==> config.mk <==
export PLATFORM = sky130hd
export DESIGN_NAME = read_return
export DESIGN_NICKNAME = d
export VERILOG_FILES = /design/src/mem_ctrl_pkg.sv /design/src/read_return.sv /design/src/sync_fifo.sv
export SDC_FILE = /design/constraint.sdc
export NUM_CORES = 1
export LEC_CHECK = 0
export BUFFER_PORTS_ARGS = -buffer_cell sky130_fd_sc_hd__buf_2
export CORE_AREA = 4 4 118 120
export CTS_CLUSTER_DIAMETER = 100
export DETAILED_ROUTE_END_ITERATION = 7
export DIE_AREA = 0 0 122 124
export GPL_TIMING_DRIVEN = 0
export PLACE_DENSITY = 0.72
export SYNTH_ARGS = -nofsm -noshare
export SYNTH_HDL_FRONTEND = slang
export SYNTH_SLANG_ARGS = --single-unit
==> constraint.sdc <==
create_clock -name ui_clk -period 6.77 [get_ports ui_clk]
set_clock_uncertainty 0.15 [all_clocks]
set_input_delay 1.354 -clock ui_clk [delete_from_list [all_inputs] [get_ports ui_clk]]
set_output_delay 1.354 -clock ui_clk [all_outputs]
set_load 0.02 [all_outputs]
==> src/mem_ctrl_pkg.sv <==
package mem_ctrl_pkg;

    localparam int addr_w       = 8;   // word address, 256 words
    localparam int data_w       = 32;
    localparam int strb_w       = 4;   // one enable per byte
    localparam int id_w         = 4;
    localparam int req_depth    = 4;   // write and read request queues
    localparam int resp_depth   = 4;   // reads in flight plus buffered
    localparam int read_latency = 2;   // command at memory to read data

    typedef logic [addr_w-1:0] addr_t;
    typedef logic [data_w-1:0] data_t;
    typedef logic [strb_w-1:0] strb_t;
    typedef logic [id_w-1:0]   id_t;

    // which port owns the command register
    typedef enum logic [1:0] {
        grant_none,
        grant_loader,
        grant_bus
    } grant_t;

endpackage
==> src/read_return.sv <==
module read_return (
    input  logic                ui_clk,
    input  logic                resetn,
    input  logic                rd_issue,
    input  mem_ctrl_pkg::id_t   rd_issue_id,
    output logic                rd_room,
    input  logic                mem_rd_valid,
    input  mem_ctrl_pkg::data_t mem_rd_data,
    output logic                r_valid,
    input  logic                r_ready,
    output mem_ctrl_pkg::id_t   r_id,
    output mem_ctrl_pkg::data_t r_data
);
    import mem_ctrl_pkg::*;

    id_t                       tag_head;
    logic [id_w+data_w-1:0]    resp_head;
    logic                      resp_empty;
    logic                      r_pop;
    logic [$clog2(resp_depth+1)-1:0] occupancy;   // tags plus responses

    sync_fifo #(.width(id_w), .depth(resp_depth)) i_tag_queue (
        .ui_clk   (ui_clk),
        .resetn   (resetn),
        .push     (rd_issue),
        .data_in  (rd_issue_id),
        .pull     (mem_rd_valid),   // oldest tag meets its data
        .data_out (tag_head),
        .full     (),
        .empty    ()
    );

    sync_fifo #(.width($bits(resp_head)), .depth(resp_depth)) i_resp_queue (
        .ui_clk   (ui_clk),
        .resetn   (resetn),
        .push     (mem_rd_valid),
        .data_in  ({tag_head, mem_rd_data}),
        .pull     (r_pop),
        .data_out (resp_head),
        .full     (),
        .empty    (resp_empty)
    );

    assign {r_id, r_data} = resp_head;
    assign r_valid = ~resp_empty;
    assign r_pop   = r_valid & r_ready;

    assign rd_room = (occupancy < resp_depth);   // counter bounds both queues

    always_ff @(posedge ui_clk) begin
        if (!resetn) begin
            occupancy <= '0;
        end else begin
            case ({rd_issue, r_pop})
                2'b10:   occupancy <= occupancy + 1'b1;
                2'b01:   occupancy <= occupancy - 1'b1;
                default: occupancy <= occupancy;
            endcase
        end
    end

endmodule

==> src/sync_fifo.sv <==
module sync_fifo #(
    parameter int width = 8,
    parameter int depth = 4
) (
    input  logic             ui_clk,
    input  logic             resetn,
    input  logic             push,
    input  logic [width-1:0] data_in,
    input  logic             pull,
    output logic [width-1:0] data_out,
    output logic             full,
    output logic             empty
);

    logic [width-1:0]           items [depth];
    logic [$clog2(depth)-1:0]   wr_ptr;
    logic [$clog2(depth)-1:0]   rd_ptr;
    logic [$clog2(depth+1)-1:0] count;
    logic                       do_push;
    logic                       do_pull;

    assign do_push  = push & ~full;   // push on full is dropped
    assign do_pull  = pull & ~empty;
    assign full     = (count == depth);
    assign empty    = (count == 0);
    assign data_out = items[rd_ptr];  // head item

    always_ff @(posedge ui_clk) begin
        if (do_push) begin
            items[wr_ptr] <= data_in;
        end
    end

    always_ff @(posedge ui_clk) begin
        if (!resetn) begin
            wr_ptr <= '0;
            rd_ptr <= '0;
            count  <= '0;
        end else begin
            if (do_push) begin
                wr_ptr <= (wr_ptr == depth - 1) ? '0 : wr_ptr + 1'b1;
            end
            if (do_pull) begin
                rd_ptr <= (rd_ptr == depth - 1) ? '0 : rd_ptr + 1'b1;
            end
            case ({do_push, do_pull})
                2'b10:   count <= count + 1'b1;
                2'b01:   count <= count - 1'b1;
                default: count <= count;   // both or neither
            endcase
        end
    end

endmodule

==> out/metrics.cfg <==
[synth]
synth_seq_cells = 181
synth-main-ff-cell = edfxtp_1
synth-edff-count = 160
synthDistinctLibCells = 28
synthArstFlopShare_pct = 0
synth_nets = 394
postSynthAreaPerCell_um2 = 20.7
yosys_warnings = 0
synth_commonest_cells = edfxtp_1, mux4_2, dfxtp_1
netlist_area_mm2 = 0.00698
synth.top_cells.by_area = edfxtp_1, mux4_2, dfxtp_1
synthesis.instances = 337
yosysSeqAreaShare_pct = 74.8
synth_top_cell_by_area = edfxtp_1
synth.most_common_cell = edfxtp_1
synth_top_area_share_pct = 68.8

[setup_path]
worst_setup_path_start_kind = flip-flop
cp-end-kind = primary output
crit-reg2reg-launch = i_resp_queue.count[2]
crit_arrival_ns = 1.89
r2r_setup_slack_ns = 4.20
crit_fanout = 10
r2r_end = i_resp_queue.count[2]
critPathKind = reg2out
crit_end = r_data[2]
reg2regPathDepth = 9
crit_required_ns = 5.27

[finish]
antennaDiodeCount = 0
num-fill-cells = 932
syn2layout_area_growth_pct = 16.9
nets = 491
drive_above_1_share_pct = 32.9
fin_util_pct = 62.9

[floorplanning]
core_mm2 = 0.0130
start_util_pct = 53.8
die_area_mm2 = 0.0151
fp-row-count = 42
die_w_um = 122
io_pins = 79
die_h_um = 124

[power_and_ir_drop]
seq_power_share_pct = 45.7
switching_share_pct = 28.0
vdd_ir_drop_max_uv = 182
p_leak_nw = 2.87
p_total_mw = 3.13
p_comb_share_pct = 24.4
cellPowerDensity_mw_per_mm2 = 383
power.switching_mw = 0.875
internal-power_mw = 2.25
clockPowerShare_pct = 29.8

[hold_path]
holdCritPathClass = reg2reg

[sta]
tightest_slew_ns = 0.979
maxSlewHeadroom_pct = 34.8
max_freq_mhz = 294
whs_ns = 0.349
slew_violations = 0
fin_tns_setup_ns = 0
setup_viol = 0
hold_viol_final = 0
fin_crit_sh_pct = 50.2
post-route-min-period_ns = 3.40
rsz0062_at_grt = false

[grt]
grt_remaining_overflow = 0
antenna_found_initial = 1
grt_pass1_wl_um = 17900
grt_pass1_vias = 3405
grt_max_degree = 37
grt_use_total_pct = 16.4

[clock_tree]
post-cts-setup-buffer-count = 0
clock_latency_ns = 0.42
cts.clk_slew.worst_paths_ns = 0.07
htreeDepth = 4
clock_path_buffers = 2
cts.sinks = 181
hold_buffers = 0
cts_made_buffers = 17
cts-resized-gates = 0
cts_tree = done
root_buffer = clkbuf_16

[placed_design]
portBuffers = 78
gp_congestion = 0.709
dp_hpwl_um = 7170

[route]
routed_wl_um = 11500
drc = 0
vias = 3312
viasPerCell = 5.32
drt-initial-drc-count = 230
routedWlPerCell_um = 18.5
drtAntennaViolNets = 0
first_pass_iters = 4

[flow_run]
cap_violations = 0

[outcome]
outcome = finished clean

[metrics by stage]
step,cells,setup slack [ns],instance area [µm²]
detailed placement,591,3.51,7590
CTS,623,3.33,8160
global placement,591,3.56,7590
global route,623,3.29,8160
floorplan,337,3.74,6980
finish,623,3.37,8160
[registers in the layout (all words and copies together), names as in the netlist, named ones only]
name,cells
i_tag_queue.rd_ptr,2
i_tag_queue.count,3
i_tag_queue.wr_ptr,2
i_resp_queue.wr_ptr,2
i_resp_queue.count,3
i_resp_queue.items,144
i_resp_queue.rd_ptr,2
i_tag_queue.items,16
occupancy,3
[worst max-delay path, stage by stage, from the launching register on]
cell and delay (ns):
dfxtp_1 0.32, buf_6 0.17, buf_6 0.20, mux4_1 0.60
buf_2 0.19
[layout make-up]
class                      instances  area, µm²  share of cell area [%]
inverter                          20       75.1                   0.920
clock buffer                      20        437                    5.35
buffer                            10       72.6                   0.889
timing repair buffer              78        390                    4.78
sequential                       181       5230                    64.0
tap                              176        220                    2.70
multi-input combinational        126       1610                    19.7
clock inverter                    12        131                    1.61
[power groups by stage]
stage                     clock network, mW  logic [mW]  registers [mW]
final                                 0.933       0.764            1.43
after global placement                    0       0.759            1.44
after detailed placement                  0       0.779            1.45
after global routing                   1.00       0.837            1.44
after CTS                             0.946       0.782            1.43
after floorplan                           0       0.565            1.43
[metal layers]
layer | GRT usage [%] | vias up | wire, µm
met3 | 4.54 | 21 | 472
li1 | - | 1544 | -
met1 | 19.1 | 1674 | 4640
met4 | 7.07 | 2 | 234
met2 | 28.5 | 71 | 6130
met5 | 0 | - | 13
[worst min-delay path by stage]
stage,startpoint,endpoint,slack [ns],cells after the start
after CTS,occupancy[2],occupancy[2],0.35,2
after floorplan,occupancy[2],occupancy[2],0.31,2
final,occupancy[2],occupancy[2],0.35,2
after global placement,occupancy[2],occupancy[2],0.33,2
after detailed placement,occupancy[2],occupancy[2],0.34,2
after global routing,occupancy[2],occupancy[2],0.38,2
[kinds of logic (layout without fill, tap and decap cells)]
family                   after synthesis  after routing  share of synthesized area [%]
XOR/XNOR                               6              6                          0.753
flip-flops                           181            181                           74.8
multiplexers                          42             42                           14.0
buffers and inverters                 30            140                           2.11
AO/OA/AOI/OAI                         17             17                           1.40
AND/OR/NAND/NOR                       45             45                           3.67
adder cells (fa/ha/maj)               16             16                           3.19
[placed cells by master, fill, tap and decap left out, types with 5 or more instances in the layout]
cell	instances
mux4_2	24
ha_1	13
clkbuf_1	5
mux4_1	16
buf_2	81
inv_1	20
dfxtp_1	21
o21ai_0	12
edfxtp_1	160
clkinvlp_4	5
clkbuf_16	17
and2_1	6
nand2_1	13
No activity file was read; power rests on OpenSTA's default activity.
