--- src/mem_ctrl_pkg.sv ---
package mem_ctrl_pkg;

    localparam int addr_w       = 8;   // word address, 256 words
    localparam int data_w       = 32;
    localparam int strb_w       = 4;   // one enable per byte
    localparam int id_w         = 4;
    localparam int req_depth    = 4;   // write and read request queues
    localparam int resp_depth   = 4;   // reads in flight plus buffered
    localparam int read_latency = 2;   // command at memory to read data

    typedef logic [addr_w-1:0] addr_t;
    typedef logic [data_w-1:0] data_t;
    typedef logic [strb_w-1:0] strb_t;
    typedef logic [id_w-1:0]   id_t;

    // which port owns the command register
    typedef enum logic [1:0] {
        grant_none,
        grant_loader,
        grant_bus
    } grant_t;

endpackage
--- src/bus_front.sv ---
module bus_front (
    input  logic                ui_clk,
    input  logic                resetn,
    input  logic                wr_valid,
    output logic                wr_ready,
    input  mem_ctrl_pkg::id_t   wr_id,
    input  mem_ctrl_pkg::addr_t wr_addr,
    input  mem_ctrl_pkg::data_t wr_data,
    input  mem_ctrl_pkg::strb_t wr_strb,
    input  logic                ar_valid,
    output logic                ar_ready,
    input  mem_ctrl_pkg::id_t   ar_id,
    input  mem_ctrl_pkg::addr_t ar_addr,
    output logic                b_valid,
    input  logic                b_ready,
    output mem_ctrl_pkg::id_t   b_id,
    output logic                bus_cmd_valid,
    output logic                bus_cmd_write,
    output mem_ctrl_pkg::addr_t bus_cmd_addr,
    output mem_ctrl_pkg::data_t bus_cmd_data,
    output mem_ctrl_pkg::strb_t bus_cmd_strb,
    input  logic                bus_cmd_grant,
    output logic                rd_issue,
    output mem_ctrl_pkg::id_t   rd_issue_id,
    input  logic                rd_room
);
    import mem_ctrl_pkg::*;

    logic [id_w+addr_w+data_w+strb_w-1:0] wq_head;
    logic [id_w+addr_w-1:0]               rq_head;
    id_t   wq_id;
    addr_t wq_addr;
    data_t wq_data;
    strb_t wq_strb;
    id_t   rq_id;
    addr_t rq_addr;
    logic  wq_full, wq_empty;
    logic  rq_full, rq_empty;
    logic  out_of_reset;
    logic  wr_pick;
    logic  rd_pick;

    assign {wq_id, wq_addr, wq_data, wq_strb} = wq_head;
    assign {rq_id, rq_addr} = rq_head;

    assign wr_ready = out_of_reset & ~wq_full;
    assign ar_ready = out_of_reset & ~rq_full;

    sync_fifo #(.width($bits(wq_head)), .depth(req_depth)) i_wr_queue (
        .ui_clk   (ui_clk),
        .resetn   (resetn),
        .push     (wr_valid & wr_ready),
        .data_in  ({wr_id, wr_addr, wr_data, wr_strb}),
        .pull     (bus_cmd_grant & wr_pick),
        .data_out (wq_head),
        .full     (wq_full),
        .empty    (wq_empty)
    );

    sync_fifo #(.width($bits(rq_head)), .depth(req_depth)) i_rd_queue (
        .ui_clk   (ui_clk),
        .resetn   (resetn),
        .push     (ar_valid & ar_ready),
        .data_in  ({ar_id, ar_addr}),
        .pull     (bus_cmd_grant & rd_pick),
        .data_out (rq_head),
        .full     (rq_full),
        .empty    (rq_empty)
    );

    // writes first, held off while an ack is pending
    assign wr_pick = ~wq_empty & ~b_valid;
    assign rd_pick = ~wr_pick & ~rq_empty & rd_room;

    assign bus_cmd_valid = wr_pick | rd_pick;
    assign bus_cmd_write = wr_pick;
    assign bus_cmd_addr  = wr_pick ? wq_addr : rq_addr;
    assign bus_cmd_data  = wq_data;
    assign bus_cmd_strb  = wq_strb;

    assign rd_issue    = bus_cmd_grant & rd_pick;
    assign rd_issue_id = rq_id;

    always_ff @(posedge ui_clk) begin
        if (!resetn) begin
            out_of_reset <= 1'b0;
            b_valid      <= 1'b0;
        end else begin
            out_of_reset <= 1'b1;
            if (bus_cmd_grant && wr_pick) begin
                b_valid <= 1'b1;
            end else if (b_ready) begin
                b_valid <= 1'b0;
            end
        end
    end

    always_ff @(posedge ui_clk) begin
        if (bus_cmd_grant && wr_pick) begin
            b_id <= wq_id;   // held until the ack is taken
        end
    end

endmodule

--- src/sync_fifo.sv ---
module sync_fifo #(
    parameter int width = 8,
    parameter int depth = 4
) (
    input  logic             ui_clk,
    input  logic             resetn,
    input  logic             push,
    input  logic [width-1:0] data_in,
    input  logic             pull,
    output logic [width-1:0] data_out,
    output logic             full,
    output logic             empty
);

    logic [width-1:0]           items [depth];
    logic [$clog2(depth)-1:0]   wr_ptr;
    logic [$clog2(depth)-1:0]   rd_ptr;
    logic [$clog2(depth+1)-1:0] count;
    logic                       do_push;
    logic                       do_pull;

    assign do_push  = push & ~full;   // push on full is dropped
    assign do_pull  = pull & ~empty;
    assign full     = (count == depth);
    assign empty    = (count == 0);
    assign data_out = items[rd_ptr];  // head item

    always_ff @(posedge ui_clk) begin
        if (do_push) begin
            items[wr_ptr] <= data_in;
        end
    end

    always_ff @(posedge ui_clk) begin
        if (!resetn) begin
            wr_ptr <= '0;
            rd_ptr <= '0;
            count  <= '0;
        end else begin
            if (do_push) begin
                wr_ptr <= (wr_ptr == depth - 1) ? '0 : wr_ptr + 1'b1;
            end
            if (do_pull) begin
                rd_ptr <= (rd_ptr == depth - 1) ? '0 : rd_ptr + 1'b1;
            end
            case ({do_push, do_pull})
                2'b10:   count <= count + 1'b1;
                2'b01:   count <= count - 1'b1;
                default: count <= count;   // both or neither
            endcase
        end
    end

endmodule

--- config.mk ---
export PLATFORM = sky130hd
export DESIGN_NAME = bus_front
export DESIGN_NICKNAME = d
export VERILOG_FILES = /design/src/mem_ctrl_pkg.sv /design/src/bus_front.sv /design/src/sync_fifo.sv
export SDC_FILE = /design/constraint.sdc
export NUM_CORES = 1
export LEC_CHECK = 0
export BUFFER_PORTS_ARGS = -buffer_cell sky130_fd_sc_hd__buf_2
export CORE_ASPECT_RATIO = 1.25
export CORE_MARGIN = 1
export CORE_UTILIZATION = 40
export DETAILED_ROUTE_END_ITERATION = 16
export GPL_ROUTABILITY_DRIVEN = 0
export PLACE_DENSITY = 0.62
export SETUP_SLACK_MARGIN = 0.05
export SYNTH_ARGS = -nofsm -noshare
export SYNTH_HDL_FRONTEND = slang
export SYNTH_HIERARCHICAL = 1
export SYNTH_SLANG_ARGS = --single-unit
--- constraint.sdc ---
create_clock -name ui_clk -period 3.3 [get_ports ui_clk]
set_clock_uncertainty 0.1 [all_clocks]
set_input_delay 0.165 -clock ui_clk [delete_from_list [all_inputs] [get_ports ui_clk]]
set_output_delay 0.165 -clock ui_clk [all_outputs]
set_load 0.02 [all_outputs]
==> metrics.yaml <==
status: "finished clean"
hpwl_microns: 11310
final_cell_mix: "244 x edfxtp_1, 124 x buf_2, 63 x dlygate4sd3_1, 60 x mux4_2, 27 x clkbuf_16"
synthCells: 449
netlist_top_cells_area: "edfxtp_1 73%, mux4_2 14%, dfxtp_1 4.0%, ha_1 1.5%, mux2_2 0.90%"
power.share.clock: 0.424
antenna_found_initial: 0
synth_seq_area_share: 0.7750
holdCritPathClass: "in -> reg"
drtPass1Iterations: 4
synth_top_family_by_area: "multiplexers"
htreeDepth: 1
hold_start: "rd_room"
root_buffer: "clkbuf_16"
rows: 64
clkTransAtPathRegs_ns: 0.06
drc_errors: 0
p_seq_frac: 0.509
path_cells: "nor3_2, nor2_4, nor4b_2, o31ai_2, inv_1, ha_1, inv_1, fa_1, xor2_1, or3_1, a21boi_0"
initial_core_util: 0.4069
synth_xor_area_frac: 0.003514
cts_tree: "built"
fillers: 2003
cts.sinks: 264
synth-compound-area-share: 0.008910
hold_violations: 0
worst_ep_required_time_ns: 3.65
core_area_sq_um: 24500
min_period_over_period: 0.8649
post_drt_wl_per_cell_microns: 18.34
cp_common_cell: "inv_1"
holdPathStages: 5
cellPowerDensity_nw_per_um2: 588.8
critPathKind: "reg -> reg"
r2r-start: "i_wr_queue/count[1]"
maxSlewHeadroom: 0.5095
grt_overflow: 0
grt_pass1_vias: 5326
dr_total_vias: 4931
fin_util: 0.5142
die_area_sq_um: 25570
synth_top_area_frac: 0.7348
grtUsageTotal: 0.1493
grt_max_degree: 49
cp-start-kind: "flip-flop"
insertion_delay_ns: 0.53
drtAntennaViolNets: 0
syn-cell-area_sq_um: 9971
max_freq_ghz: 0.3504
routed_wl_microns: 18510
synth_edf_count: 244
p_int_mw: 5.891
p_leak_nw: 4.294
synth.avg_cell_area_sq_um: 22.21
yosys.area_share.simple: 0.02823
die_x_microns: 143.2
regToRegSetupSlack_ns: 0.45
crit_slowest_cell: "fa_1"
drtIter0Drc: 270
min_to: "i_rd_queue/rd_ptr[0]"
vdd_drop_max_uv: 508.3
p_total_mw: 7.419
io_pins: 125
layout_commonest_cell: "edfxtp_1"
placedCellCount: 896
synthAdderAreaFrac: 0.01907
ys_types: 32
worstMarginPinSlew_ns: 0.7358
fin_crit_ns: 2.854
rr_endpoint: "i_rd_queue/count[2]"
n_antenna_cell: 0
synth_top_area_cell: "edfxtp_1"
synthFlopType: "edfxtp_1"
grt_pass1_wl_microns: 28740
synthMuxAreaShare: 0.1486
drt-vias-per-instance: 4.887
cpPeakStageDelay_ns: 0.37
critPathMaxFanout: 10
maxSlewViolCount: 0
yosys_warnings: 6
synth_seq_cells: 264
clockBufferDepth: 3
setup_violations: 0
p_switching_mw: 1.528
die_y_microns: 178.5
final_layout_size_suffix_gt1_frac: 0.3800
numPortBuffers: 124
nets: 739
drv_cap: 0
cts_setup_buffers: 0
worst_setup_path_end_kind: "flip-flop"
fin_cells: 1009
syn2layout_area_growth_pct: 26.36
ys_async_sr_fraction: 0
switching_share: 0.2059
whs_ns: 0.04594
setup_tns_ns: 0
rsz0062_at_grt: "no"
cts_inserted_buffers: 27
p_comb_frac: 0.067
syn_nets: 530
worstPathArrival_ns: 3.20
reg2reg_depth: 11
[power by group through the flow]
stage               sequential [mW]  clock, mW  combinational (mW)
finish                         3.78       3.14               0.499
global route                   3.79       3.35               0.543
CTS                            3.78       3.22               0.506
detailed placement             3.85          0               0.443
global placement               3.84          0               0.429
floorplan                      3.84          0               0.268
[cell type report]
type,count,area (sq um),area share
Timing Repair Buffer,196,1369,0.1086
Clock inverter,19,235.2,0.01867
Tap cell,330,412.9,0.03277
Inverter,15,56.30,0.004469
Multi-Input combinational cell,154,2093,0.1661
Clock buffer,31,700.7,0.05561
Sequential cell,264,7732,0.6137
[cell families after synthesis]
family / count (synthesis)
AOI/OAI and AO/OA: 14
xor gates and xnor gates: 4
adders and majority gates: 14
buffers and inverters: 31
DFF: 264
muxes: 72
and+or+nand+nor: 50
[state kept, by name, summed over array words and instances (netlist names), named ones only]
name / cells
i_rd_queue/wr_ptr: 2
i_rd_queue/rd_ptr: 2
i_rd_queue/items: 48
i_wr_queue/count: 3
b_valid: 1
i_rd_queue/count: 3
i_wr_queue/rd_ptr: 2
i_wr_queue/items: 192
i_wr_queue/wr_ptr: 2
b_id: 4
out_of_reset: 1
[timing repair]
item,CTS,global route
gates resized for setup,0,1
endpoints found under the setup margin,0,1
hold buffers,63,0
endpoints found under the hold margin,254,0
[worst max path at each step]
stage	from	to	slack (ns)	cells past startpoint
detailed placement	i_wr_queue/count[0]	i_rd_queue/count[2]	0.28	11
global route	i_wr_queue/count[1]	i_rd_queue/count[2]	0.22	11
global placement	i_wr_queue/count[1]	i_rd_queue/count[2]	0.43	11
finish	i_wr_queue/count[1]	i_rd_queue/count[2]	0.45	11
floorplan	i_wr_queue/count[1]	i_rd_queue/count[2]	0.24	11
CTS	i_wr_queue/count[0]	i_rd_queue/count[2]	0.25	11
[metal layers]
metal / share of wire / GRT usage
met1: 0.41 / 0.1840
met2: 0.51 / 0.2654
met3: 0.062 / 0.03383
met4: 0.015 / 0.03502
met5: 0 / 0
[synth_stat cells, drive strengths merged (5+ instances only)]
library cell,count
mux2,8
dfxtp,20
buf,11
nor2,5
nor2b,5
and2,14
mux4,60
o21ai,8
inv,15
edfxtp,244
clkbuf,5
ha,12
nand2,14
[stage by stage]
| step | instance area [sq um] | setup WS [ns] |
|---|---|---|
| floorplan | 9977 | 0.2404 |
| global placement | 11030 | 0.4334 |
| detailed placement | 11030 | 0.2812 |
| CTS | 12590 | 0.2508 |
| global route | 12600 | 0.2164 |
| finish | 12600 | 0.4457 |
[critical path, delay by kind of cell (launching register included)]
| kind | cells | cell delay, ns |
|---|---|---|
| adders and majority gates | 2 | 0.55 |
| and+or+nand+nor | 4 | 1.10 |
| DFF | 1 | 0.35 |
| xor gates and xnor gates | 1 | 0.16 |
| AOI/OAI and AO/OA | 2 | 0.35 |
| buffers and inverters | 2 | 0.15 |
Power figures use the tool's default switching activity.
