$ cat src/mem_ctrl_pkg.sv
package mem_ctrl_pkg;

    localparam int addr_w       = 8;   // word address, 256 words
    localparam int data_w       = 32;
    localparam int strb_w       = 4;   // one enable per byte
    localparam int id_w         = 4;
    localparam int req_depth    = 4;   // write and read request queues
    localparam int resp_depth   = 4;   // reads in flight plus buffered
    localparam int read_latency = 2;   // command at memory to read data

    typedef logic [addr_w-1:0] addr_t;
    typedef logic [data_w-1:0] data_t;
    typedef logic [strb_w-1:0] strb_t;
    typedef logic [id_w-1:0]   id_t;

    // which port owns the command register
    typedef enum logic [1:0] {
        grant_none,
        grant_loader,
        grant_bus
    } grant_t;

endpackage
$ cat src/port_arbiter.sv
module port_arbiter (
    input  logic                ui_clk,
    input  logic                resetn,
    input  logic                load_done,
    input  logic                load_en,
    input  mem_ctrl_pkg::addr_t load_addr,
    input  mem_ctrl_pkg::data_t load_data,
    input  mem_ctrl_pkg::strb_t load_mask,
    output logic                load_rdy,
    input  logic                bus_cmd_valid,
    input  logic                bus_cmd_write,
    input  mem_ctrl_pkg::addr_t bus_cmd_addr,
    input  mem_ctrl_pkg::data_t bus_cmd_data,
    input  mem_ctrl_pkg::strb_t bus_cmd_strb,
    output logic                bus_cmd_grant,
    output logic                mem_cmd_valid,
    output logic                mem_cmd_write,
    output mem_ctrl_pkg::addr_t mem_cmd_addr,
    output mem_ctrl_pkg::data_t mem_cmd_data,
    output mem_ctrl_pkg::strb_t mem_cmd_strb
);
    import mem_ctrl_pkg::*;

    grant_t issued;
    logic   load_take;

    assign load_rdy      = ~load_done;   // loader owns memory until done
    assign load_take     = load_en & load_rdy;
    assign bus_cmd_grant = load_done & bus_cmd_valid;
    assign mem_cmd_valid = (issued != grant_none);

    always_ff @(posedge ui_clk) begin
        if (!resetn) begin
            issued <= grant_none;
        end else if (load_take) begin
            issued <= grant_loader;
        end else if (bus_cmd_grant) begin
            issued <= grant_bus;
        end else begin
            issued <= grant_none;
        end
    end

    always_ff @(posedge ui_clk) begin
        if (load_take) begin
            mem_cmd_write <= 1'b1;
            mem_cmd_addr  <= load_addr;
            mem_cmd_data  <= load_data;
            mem_cmd_strb  <= ~load_mask;   // mask marks bytes to keep
        end else begin
            mem_cmd_write <= bus_cmd_write;
            mem_cmd_addr  <= bus_cmd_addr;
            mem_cmd_data  <= bus_cmd_data;
            mem_cmd_strb  <= bus_cmd_strb;
        end
    end

endmodule

$ cat config.mk
export PLATFORM = sky130hd
export DESIGN_NAME = port_arbiter
export DESIGN_NICKNAME = d
export VERILOG_FILES = /design/src/mem_ctrl_pkg.sv /design/src/port_arbiter.sv
export SDC_FILE = /design/constraint.sdc
export NUM_CORES = 1
export LEC_CHECK = 0
export ABC_CLOCK_PERIOD_IN_PS = 3000
export CAP_MARGIN = 10
export CORE_UTILIZATION = 40
export CTS_CLUSTER_DIAMETER = 30
export DETAILED_ROUTE_END_ITERATION = 7
export DONT_BUFFER_PORTS = 1
export GPL_TIMING_DRIVEN = 0
export HOLD_SLACK_MARGIN = 0.02
export PLACE_DENSITY = 0.59
export SETUP_SLACK_MARGIN = 0.5
export SYNTH_ARGS = -nofsm -noshare
export SYNTH_HDL_FRONTEND = slang
export SYNTH_SLANG_ARGS = --single-unit
$ cat constraint.sdc
create_clock -name ui_clk -period 3 [get_ports ui_clk]
set_clock_uncertainty 0.05 [all_clocks]
set_input_delay 0.6 -clock ui_clk [delete_from_list [all_inputs] [get_ports ui_clk]]
set_output_delay 0.6 -clock ui_clk [all_outputs]
set_load 0.05 [all_outputs]
==> flow_summary.ini, run 1 <==
[cts]
post_cts_buffers = 0
cts_tree = yes
path_clk_slew_ns = 0.08
cts_root_buf = clkbuf_8
numCtsBuffers = 5
cts_resized = 0
h-tree-depth = 2
cts_buffer_depth = 2
postCtsHoldBufs = 0
cts_sinks = 47

[logic_synthesis]
syn_inst = 107
syn-num-nets = 201
yosysSeqAreaShare = 0.548
synth_top_cells_by_count = 47 x dfxtp_1, 35 x mux2_4, 5 x inv_1, 5 x mux2_2
synth_warnings = 0
synthFlopType = dfxtp_1
synthArstFlopShare = 0
synth.most_common_cell = dfxtp_1
synth_top_area_frac = 0.548
synth_area_um2 = 1720
synth_edf_count = 0
ys_seq_elements = 47
synthTopCellsByArea = dfxtp_1 55%, mux2_4 31%, buf_12 4.7%, mux2_2 3.3%, mux2i_1 2.3%
synthDistinctLibCells = 12
synth_area_per_cell_um2 = 16.1
synth_area_leader_cell = dfxtp_1

[grt]
grt_usage = 0.118
grt_pass1_wl_mm = 3.66
grt_remaining_overflow = 0
grt_pass1_vias = 802
grt_max_degree = 14
antenna_found_initial = 0

[routing]
drt-total-wl_mm = 2.94
drt_iter0_markers = 13
vias = 841
ant_nets = 0
drc_errors = 0
dr.pass1.iters = 3
avgViaCountPerCell = 5.10
wl_per_cell_um = 17.8

[finish]
diodes = 0
layout-drive-gt1-share = 0.461
fin_area_um2 = 1860
final_util = 0.459
synthToLayoutAreaGrowth_pct = 8.38
nets = 208

[sta]
timing.final.hold_violations = 0
setup_viol = 0
period_minus_slack_ns = 1.67
maxSlewHeadroom = 0.660
final_max_slew_viol_count = 0
grt_setup_unrepaired = no
max_freq_ghz = 0.601
fin_tns_setup_ns = 0
layout_worst_path_cycle_share = 0.555
worst_pin_slew_ns = 0.510

[floorplan]
chipHeight_um = 67.5
start_util = 0.423
die_x_um = 67.5
dieArea_um2 = 4560
io_pins = 142
rows = 23
coreArea_um2 = 4060

[placed_design]
dpl.hpwl_mm = 2.24
place_congestion = 0.641
io_buffers = 0
dpl-instance-area_um2 = 1780

[min_path]
hp-class = primary input to flip-flop

[critical_path]
cp_slowest_cell = and2_1
start_kind = primary input
crit_fanout = 4
crit_path_max_incr_delay_ns = 0.41
cp_data_arrival_time_ns = 1.02
crit_family = simple AND/OR/NAND/NOR gates
path_buf_inv = 0
path_cells = and2_1
criticalPathCategory = primary input to output pin
endpoint_kind = output pin
crit_required_ns = 2.35

[status]
status = completed

[run]
max_cap_violations = 0

[power_and_ir_drop]
p_leak_nw = 0.907
peakVddDrop_v = 0.000319
fin_total_pwr_mw = 1.33
p_per_area_nw_per_um2 = 716
==> registers in the layout, indices dropped and copies added, names as in the netlist <==
signal	cells
mem_cmd_write	1
mem_cmd_strb	4
mem_cmd_addr	8
mem_cmd_data	32
issued	2
==> path summary, 6_finish.rpt <==
| path | startpoint | slack (ns) | cells after the start | end |
|---|---|---|---|---|
| max | load_done | 1.33 | 1 | bus_cmd_grant |
| min | load_mask[1] | 0.35 | 1 | mem_cmd_strb[1] |
==> layout by cell type, fill, tap and decap left out, drive strengths merged <==
cell type and instances:
clkinv 1, clkbuf 7, dfxtp 47, and3 2, mux2 40, or2 1, nand2b 2, buf 5
mux2i 4, and2 1, inv 5
==> through the flow <==
stage                     std cells  worst slack, ns  hold slack (ns)
after global routing            165             1.30            0.340
final                           165             1.33            0.347
after global placement          157             1.33            0.647
after CTS                       165             1.33            0.338
after detailed placement        157             1.33            0.652
after floorplan                 107             1.34            0.645
==> cells by family after synthesis <==
group,synth area share
mux,0.362
flops,0.548
simple gates,0.0262
buf+inv,0.0641
==> final cells by class <==
type	count	area [um2]
inverters	5	18.8
clock inverters	1	5.00
well taps	50	62.6
plain buffers	5	91.3
fillers	350	2200
multi-input cells	50	667
clock buffers	7	76.3
flip-flops and latches	47	941
==> where the power goes <==
part | leakage (nW) | internal (mW) | total, mW | switching [mW]
Clock | 0.0422 | 0.164 | 0.357 | 0.193
Combinational | 0.468 | 0.0776 | 0.116 | 0.0383
Sequential | 0.396 | 0.673 | 0.861 | 0.187
Total | 0.907 | 0.914 | 1.33 | 0.419
==> per-layer routing <==
layer | routed length, um | vias up | global-route usage
li1 | - | 371 | -
met1 | 909 | 378 | 0.103
met2 | 1510 | 85 | 0.200
met5 | 0 | - | 0
met3 | 436 | 7 | 0.0709
met4 | 78 | 0 | 0.0798
No activity file was read; power rests on OpenSTA's default activity.
==> run 2, diff against run 1 <==
- ABC_CLOCK_PERIOD_IN_PS: 3000 -> 1700
- clock period: 3 -> 1.7 ns (I/O delays scaled with it)
==> flow_summary.ini, run 2 (synthesis gave the netlist of run 1 again) <==
[status]
status = completed

[placed_design]
place_inst = 157
dpl-instance-area_um2 = 1780
place_congestion = 0.641
dpl.hpwl_mm = 2.24
io_buffers = 0
post-place-ws_ns = 0.437

[routing]
drc_errors = 0
wl_per_cell_um = 18.3
ant_nets = 0
drt-total-wl_mm = 3.01
drt_iter0_markers = 17
dr.pass1.iters = 4
avgViaCountPerCell = 5.06
vias = 835

[sta]
fin_tns_setup_ns = 0
setup_viol = 0
max_freq_ghz = 0.773
fin_ws_ns = 0.407
final_max_slew_viol_count = 0
period_minus_slack_ns = 1.29
grt_setup_unrepaired = yes
timing.final.hold_violations = 0
worst_pin_slew_ns = 0.487
layout_worst_path_cycle_share = 0.761
maxSlewHeadroom = 0.677
whs_ns = 0.0852

[critical_path]
crit_family = simple AND/OR/NAND/NOR gates
crit_path_max_incr_delay_ns = 0.32
crit_required_ns = 1.31
criticalPathCategory = flip-flop to output pin
cp_slowest_cell = or2_4
start_kind = flip-flop
path_cells = or2_4
endpoint_kind = output pin
crit_fanout = 1
path_buf_inv = 0
cp_data_arrival_time_ns = 0.90

[grt]
grt_max_degree = 14
grt_pass1_wl_mm = 3.71
grt_usage = 0.120
grt_remaining_overflow = 0
grt_pass1_vias = 818
antenna_found_initial = 0

[cts]
post_cts_buffers = 0
cts_root_buf = clkbuf_8
cts_sinks = 47
numCtsBuffers = 5
cts_tree = yes
h-tree-depth = 2
path_clk_slew_ns = 0.08
cts_buffer_depth = 2

[finish]
fill_cells = 340
final_cell_mix = 35 x mux2_4, 32 x dfxtp_2, 13 x dfxtp_4
largest_register_ffs = 32
layout-drive-gt1-share = 0.852
reg_top3 = mem_cmd_data x32, mem_cmd_addr x8, mem_cmd_strb x4
final_cells = 165
multi_input_area_um2 = 669
synthToLayoutAreaGrowth_pct = 13.7
final_common_cell = mux2_4
regMostFlops = mem_cmd_data
diodes = 0
seqCellArea_um2 = 1030
fin_area_um2 = 1950
final_util = 0.481
nets = 208

[floorplan]
die_x_um = 67.5
coreArea_um2 = 4060
chipHeight_um = 67.5
rows = 23
io_pins = 142
dieArea_um2 = 4560
start_util = 0.423

[power_and_ir_drop]
fin_total_pwr_mw = 2.36
p_leak_nw = 0.911
p_per_area_nw_per_um2 = 1210
peakVddDrop_v = 0.000563

[min_path]
hp-class = primary input to flip-flop

[run]
max_cap_violations = 0
-- run 2: power breakdown --
| part | internal, mW | switching, mW | leakage, nW |
|---|---|---|---|
| clock | 0.289 | 0.334 | 0.0422 |
| combinational | 0.138 | 0.0681 | 0.468 |
| sequential | 1.20 | 0.331 | 0.401 |
| total | 1.63 | 0.733 | 0.911 |
-- run 2: final cells by class --
type,count,area share
Inverter,5,0.00961
Buffer,5,0.0468
Multi-Input combinational cell,50,0.343
Clock inverter,1,0.00256
Sequential cell,47,0.527
Clock buffer,7,0.0391
Tap cell,50,0.0320
-- run 2: metal layers --
layer  wire length, um  global-route usage  part of all wire
met1               941               0.102              0.31
met2              1610               0.209              0.53
met3               419              0.0709              0.14
met4                45              0.0798             0.015
met5                 0                   0                 0
-- run 2: timing repair --
| action | 4_1_cts | 5_1_grt |
|---|---|---|
| hold buffers | 0 | 0 |
| gates resized for setup | 46 | 13 |
| gates cloned | 0 | 0 |
| setup endpoints to repair | 46 | 14 |
| pin swaps | 0 | 1 |
-- run 2: worst paths after layout --
path | start | to | slack, ns | depth (start not counted)
max | issued[0] | mem_cmd_valid | 0.41 | 1
min | load_mask[2] | mem_cmd_strb[2] | 0.09 | 1
==> run 3, diff against run 2 <==
- ABC_AREA: unset -> 1
- ABC_CLOCK_PERIOD_IN_PS: 1700 -> 1300
- clock period: 1.7 -> 1.3 ns (I/O delays scaled with it)
==> flow_summary.ini, run 3 <==
[status]
status = completed

[sta]
maxSlewHeadroom = 0.831
layout_worst_path_cycle_share = 0.928
final_max_slew_viol_count = 0
fin_tns_setup_ns = 0
grt_setup_unrepaired = yes
timing.final.hold_violations = 0
whs_ns = 0.0296
max_freq_ghz = 0.829
worst_pin_slew_ns = 0.252
period_minus_slack_ns = 1.21
setup_viol = 0

[routing]
wl_met1_mm = 1.41
ant_nets = 0
avgViaCountPerCell = 5.06
dr.pass1.iters = 4
vias = 1473
maxUsedRoutingLayer = met4
drt_iter0_markers = 54
drc_errors = 0
drt-total-wl_mm = 4.33
wl_met3_um = 379
routed-wl-met2_mm = 2.50
wl_per_cell_um = 14.9

[critical_path]
crit_fanout = 1
path_buf_inv = 0
cp_num_cells = 1
cp_slowest_cell = or2_4
criticalPathCategory = flip-flop to output pin
start_kind = flip-flop
path_cells = or2_4
endpoint_kind = output pin
crit_path_max_incr_delay_ns = 0.31
crit_end = mem_cmd_valid
cp_data_arrival_time_ns = 0.90
crit_family = simple AND/OR/NAND/NOR gates
crit_path_start = issued[1]
crit_required_ns = 0.99

[placed_design]
io_buffers = 0
dpl.hpwl_mm = 3.06
place_congestion = 0.705

[logic_synthesis]
synth_area_per_cell_um2 = 8.32
synth_warnings = 0
synth_top_area_frac = 0.549
syn_inst = 206
yosysSeqAreaShare = 0.549
synthArstFlopShare = 0
synthFlopType = dfxtp_1
synth_xor_area_frac = 0
synth_top_cells_by_count = 82 x nand2_1, 47 x dfxtp_1, 44 x nand3_1
synthDistinctLibCells = 14
synth-compound-area-share = 0
yosys.area_share.adder = 0
synthTopCellsByArea = dfxtp_1 55%, nand2_1 18%, nand3_1 13%, nand2_2 2.9%, buf_4 2.6%
synth.most_common_cell = nand2_1
synth_area_leader_cell = dfxtp_1
synthSimpleGateAreaFrac = 0.359
synth_edf_count = 0
synth_area_um2 = 1710
syn-num-nets = 300
ys_seq_elements = 47
synth_top_family_by_area = simple AND/OR/NAND/NOR gates
synthMuxAreaShare = 0

[power_and_ir_drop]
combPwrFrac = 0.107
power_switching_mw = 1.06
p_per_area_nw_per_um2 = 1390
internal-power_mw = 2.31
switching_share = 0.315
p_seq_frac = 0.599
peakVddDrop_v = 0.000677
pwr-share-clk = 0.294
p_leak_nw = 1.14

[floorplan]
start_util = 0.422
die_x_um = 67.4
dieArea_um2 = 4550
chipHeight_um = 67.4
io_pins = 142
rows = 23
coreArea_um2 = 4060

[finish]
final_util = 0.595
final_cell_mix = 81 x nand2_1, 45 x dfxtp_4, 44 x nand3_1
reg_top3 = mem_cmd_data x32, mem_cmd_addr x8, mem_cmd_strb x4
fill_cells = 335
diodes = 0
regMostFlops = mem_cmd_data
nets = 335
final_common_cell = nand2_1
synthToLayoutAreaGrowth_pct = 40.9
layout-drive-gt1-share = 0.332
largest_register_ffs = 32

[grt]
grt_usage = 0.186
grt_max_degree = 14
grt_remaining_overflow = 0
grt_pass1_vias = 1405
antenna_found_initial = 0
grt_pass1_wl_mm = 5.94

[cts]
cts_buffer_depth = 2
numCtsBuffers = 5
path_clk_slew_ns = 0.07
cts_root_buf = clkbuf_8
cts_tree = yes
h-tree-depth = 2
cts_sinks = 47

[min_path]
hp-class = primary input to flip-flop
whs_path_depth = 2

[run]
max_cap_violations = 0
run 3: cell count changes in the layout (fill, tap and decap cells not counted), moves of 3 or more:
cell           delta
dfxtp_4          +32
nand2_2           +8
dfxtp_2          -32
mux2i_1           -4
mux2_2            -5
mux2_4           -35
nand3_1          +44
nand2_1          +81
buf_4             +5
dlygate4sd3_1    +24
buf_6             +3
run 3: kinds of logic (layout without fill, tap and decap cells):
| family | after synthesis | count (layout) |
|---|---|---|
| buffers and inverters | 21 | 56 |
| flip-flops | 47 | 47 |
| AND/OR/NAND/NOR | 138 | 138 |
run 3: per-layer routing:
layer	global-route usage	vias to the layer above
met3	0.0709	4
li1	-	712
met2	0.369	94
met5	0	-
met1	0.164	663
met4	0.0745	0
run 3: layout make-up:
class / count / area, um2 / share of cell area
flip-flops and latches: 47 / 1110 / 0.460
inverters: 8 / 50.0 / 0.0207
repair buffers: 28 / 305 / 0.126
multi-input cells: 138 / 633 / 0.262
plain buffers: 13 / 150 / 0.0622
clock buffers: 6 / 72.6 / 0.0301
clock inverters: 1 / 30.0 / 0.0124
well taps: 50 / 62.6 / 0.0259
run 3: worst min-delay path by stage:
stage	slack [ns]	end	start
floorplan	0.30	mem_cmd_write	bus_cmd_write
global placement	0.31	mem_cmd_write	bus_cmd_write
detailed placement	0.31	mem_cmd_data[30]	bus_cmd_data[30]
CTS	0.02	mem_cmd_addr[2]	bus_cmd_addr[2]
global route	0.02	mem_cmd_addr[4]	bus_cmd_addr[4]
finish	0.03	mem_cmd_addr[2]	bus_cmd_addr[2]
run 3: per-stage QoR:
step,power [mW],instance area (um2),instances,worst slack (ns)
floorplan,2.29,1820,206,0.404
global placement,2.34,1880,256,0.401
detailed placement,2.36,1880,256,0.385
CTS,3.40,2410,291,0.0791
global route,3.52,2410,291,0.0473
finish,3.37,2410,291,0.0936
run 3: power by group through the flow:
stage / clock network, mW / registers (mW) / logic [mW]
3_5_place_dp: 0 / 2.08 / 0.280
4_1_cts: 1.02 / 2.02 / 0.359
2_1_floorplan: 0 / 2.06 / 0.233
3_3_place_gp: 0 / 2.08 / 0.264
6_report: 0.989 / 2.01 / 0.361
5_1_grt: 1.10 / 2.03 / 0.398
run 3: repair_timing:
| action | in CTS | in global routing |
|---|---|---|
| cloned | 1 | 0 |
| buffers inserted | 1 | 0 |
| pin swaps | 1 | 1 |
| resized for setup | 47 | 2 |
| hold endpoints to repair | 26 | 0 |
| hold buffers | 26 | 0 |
| setup endpoints to repair | 48 | 49 |
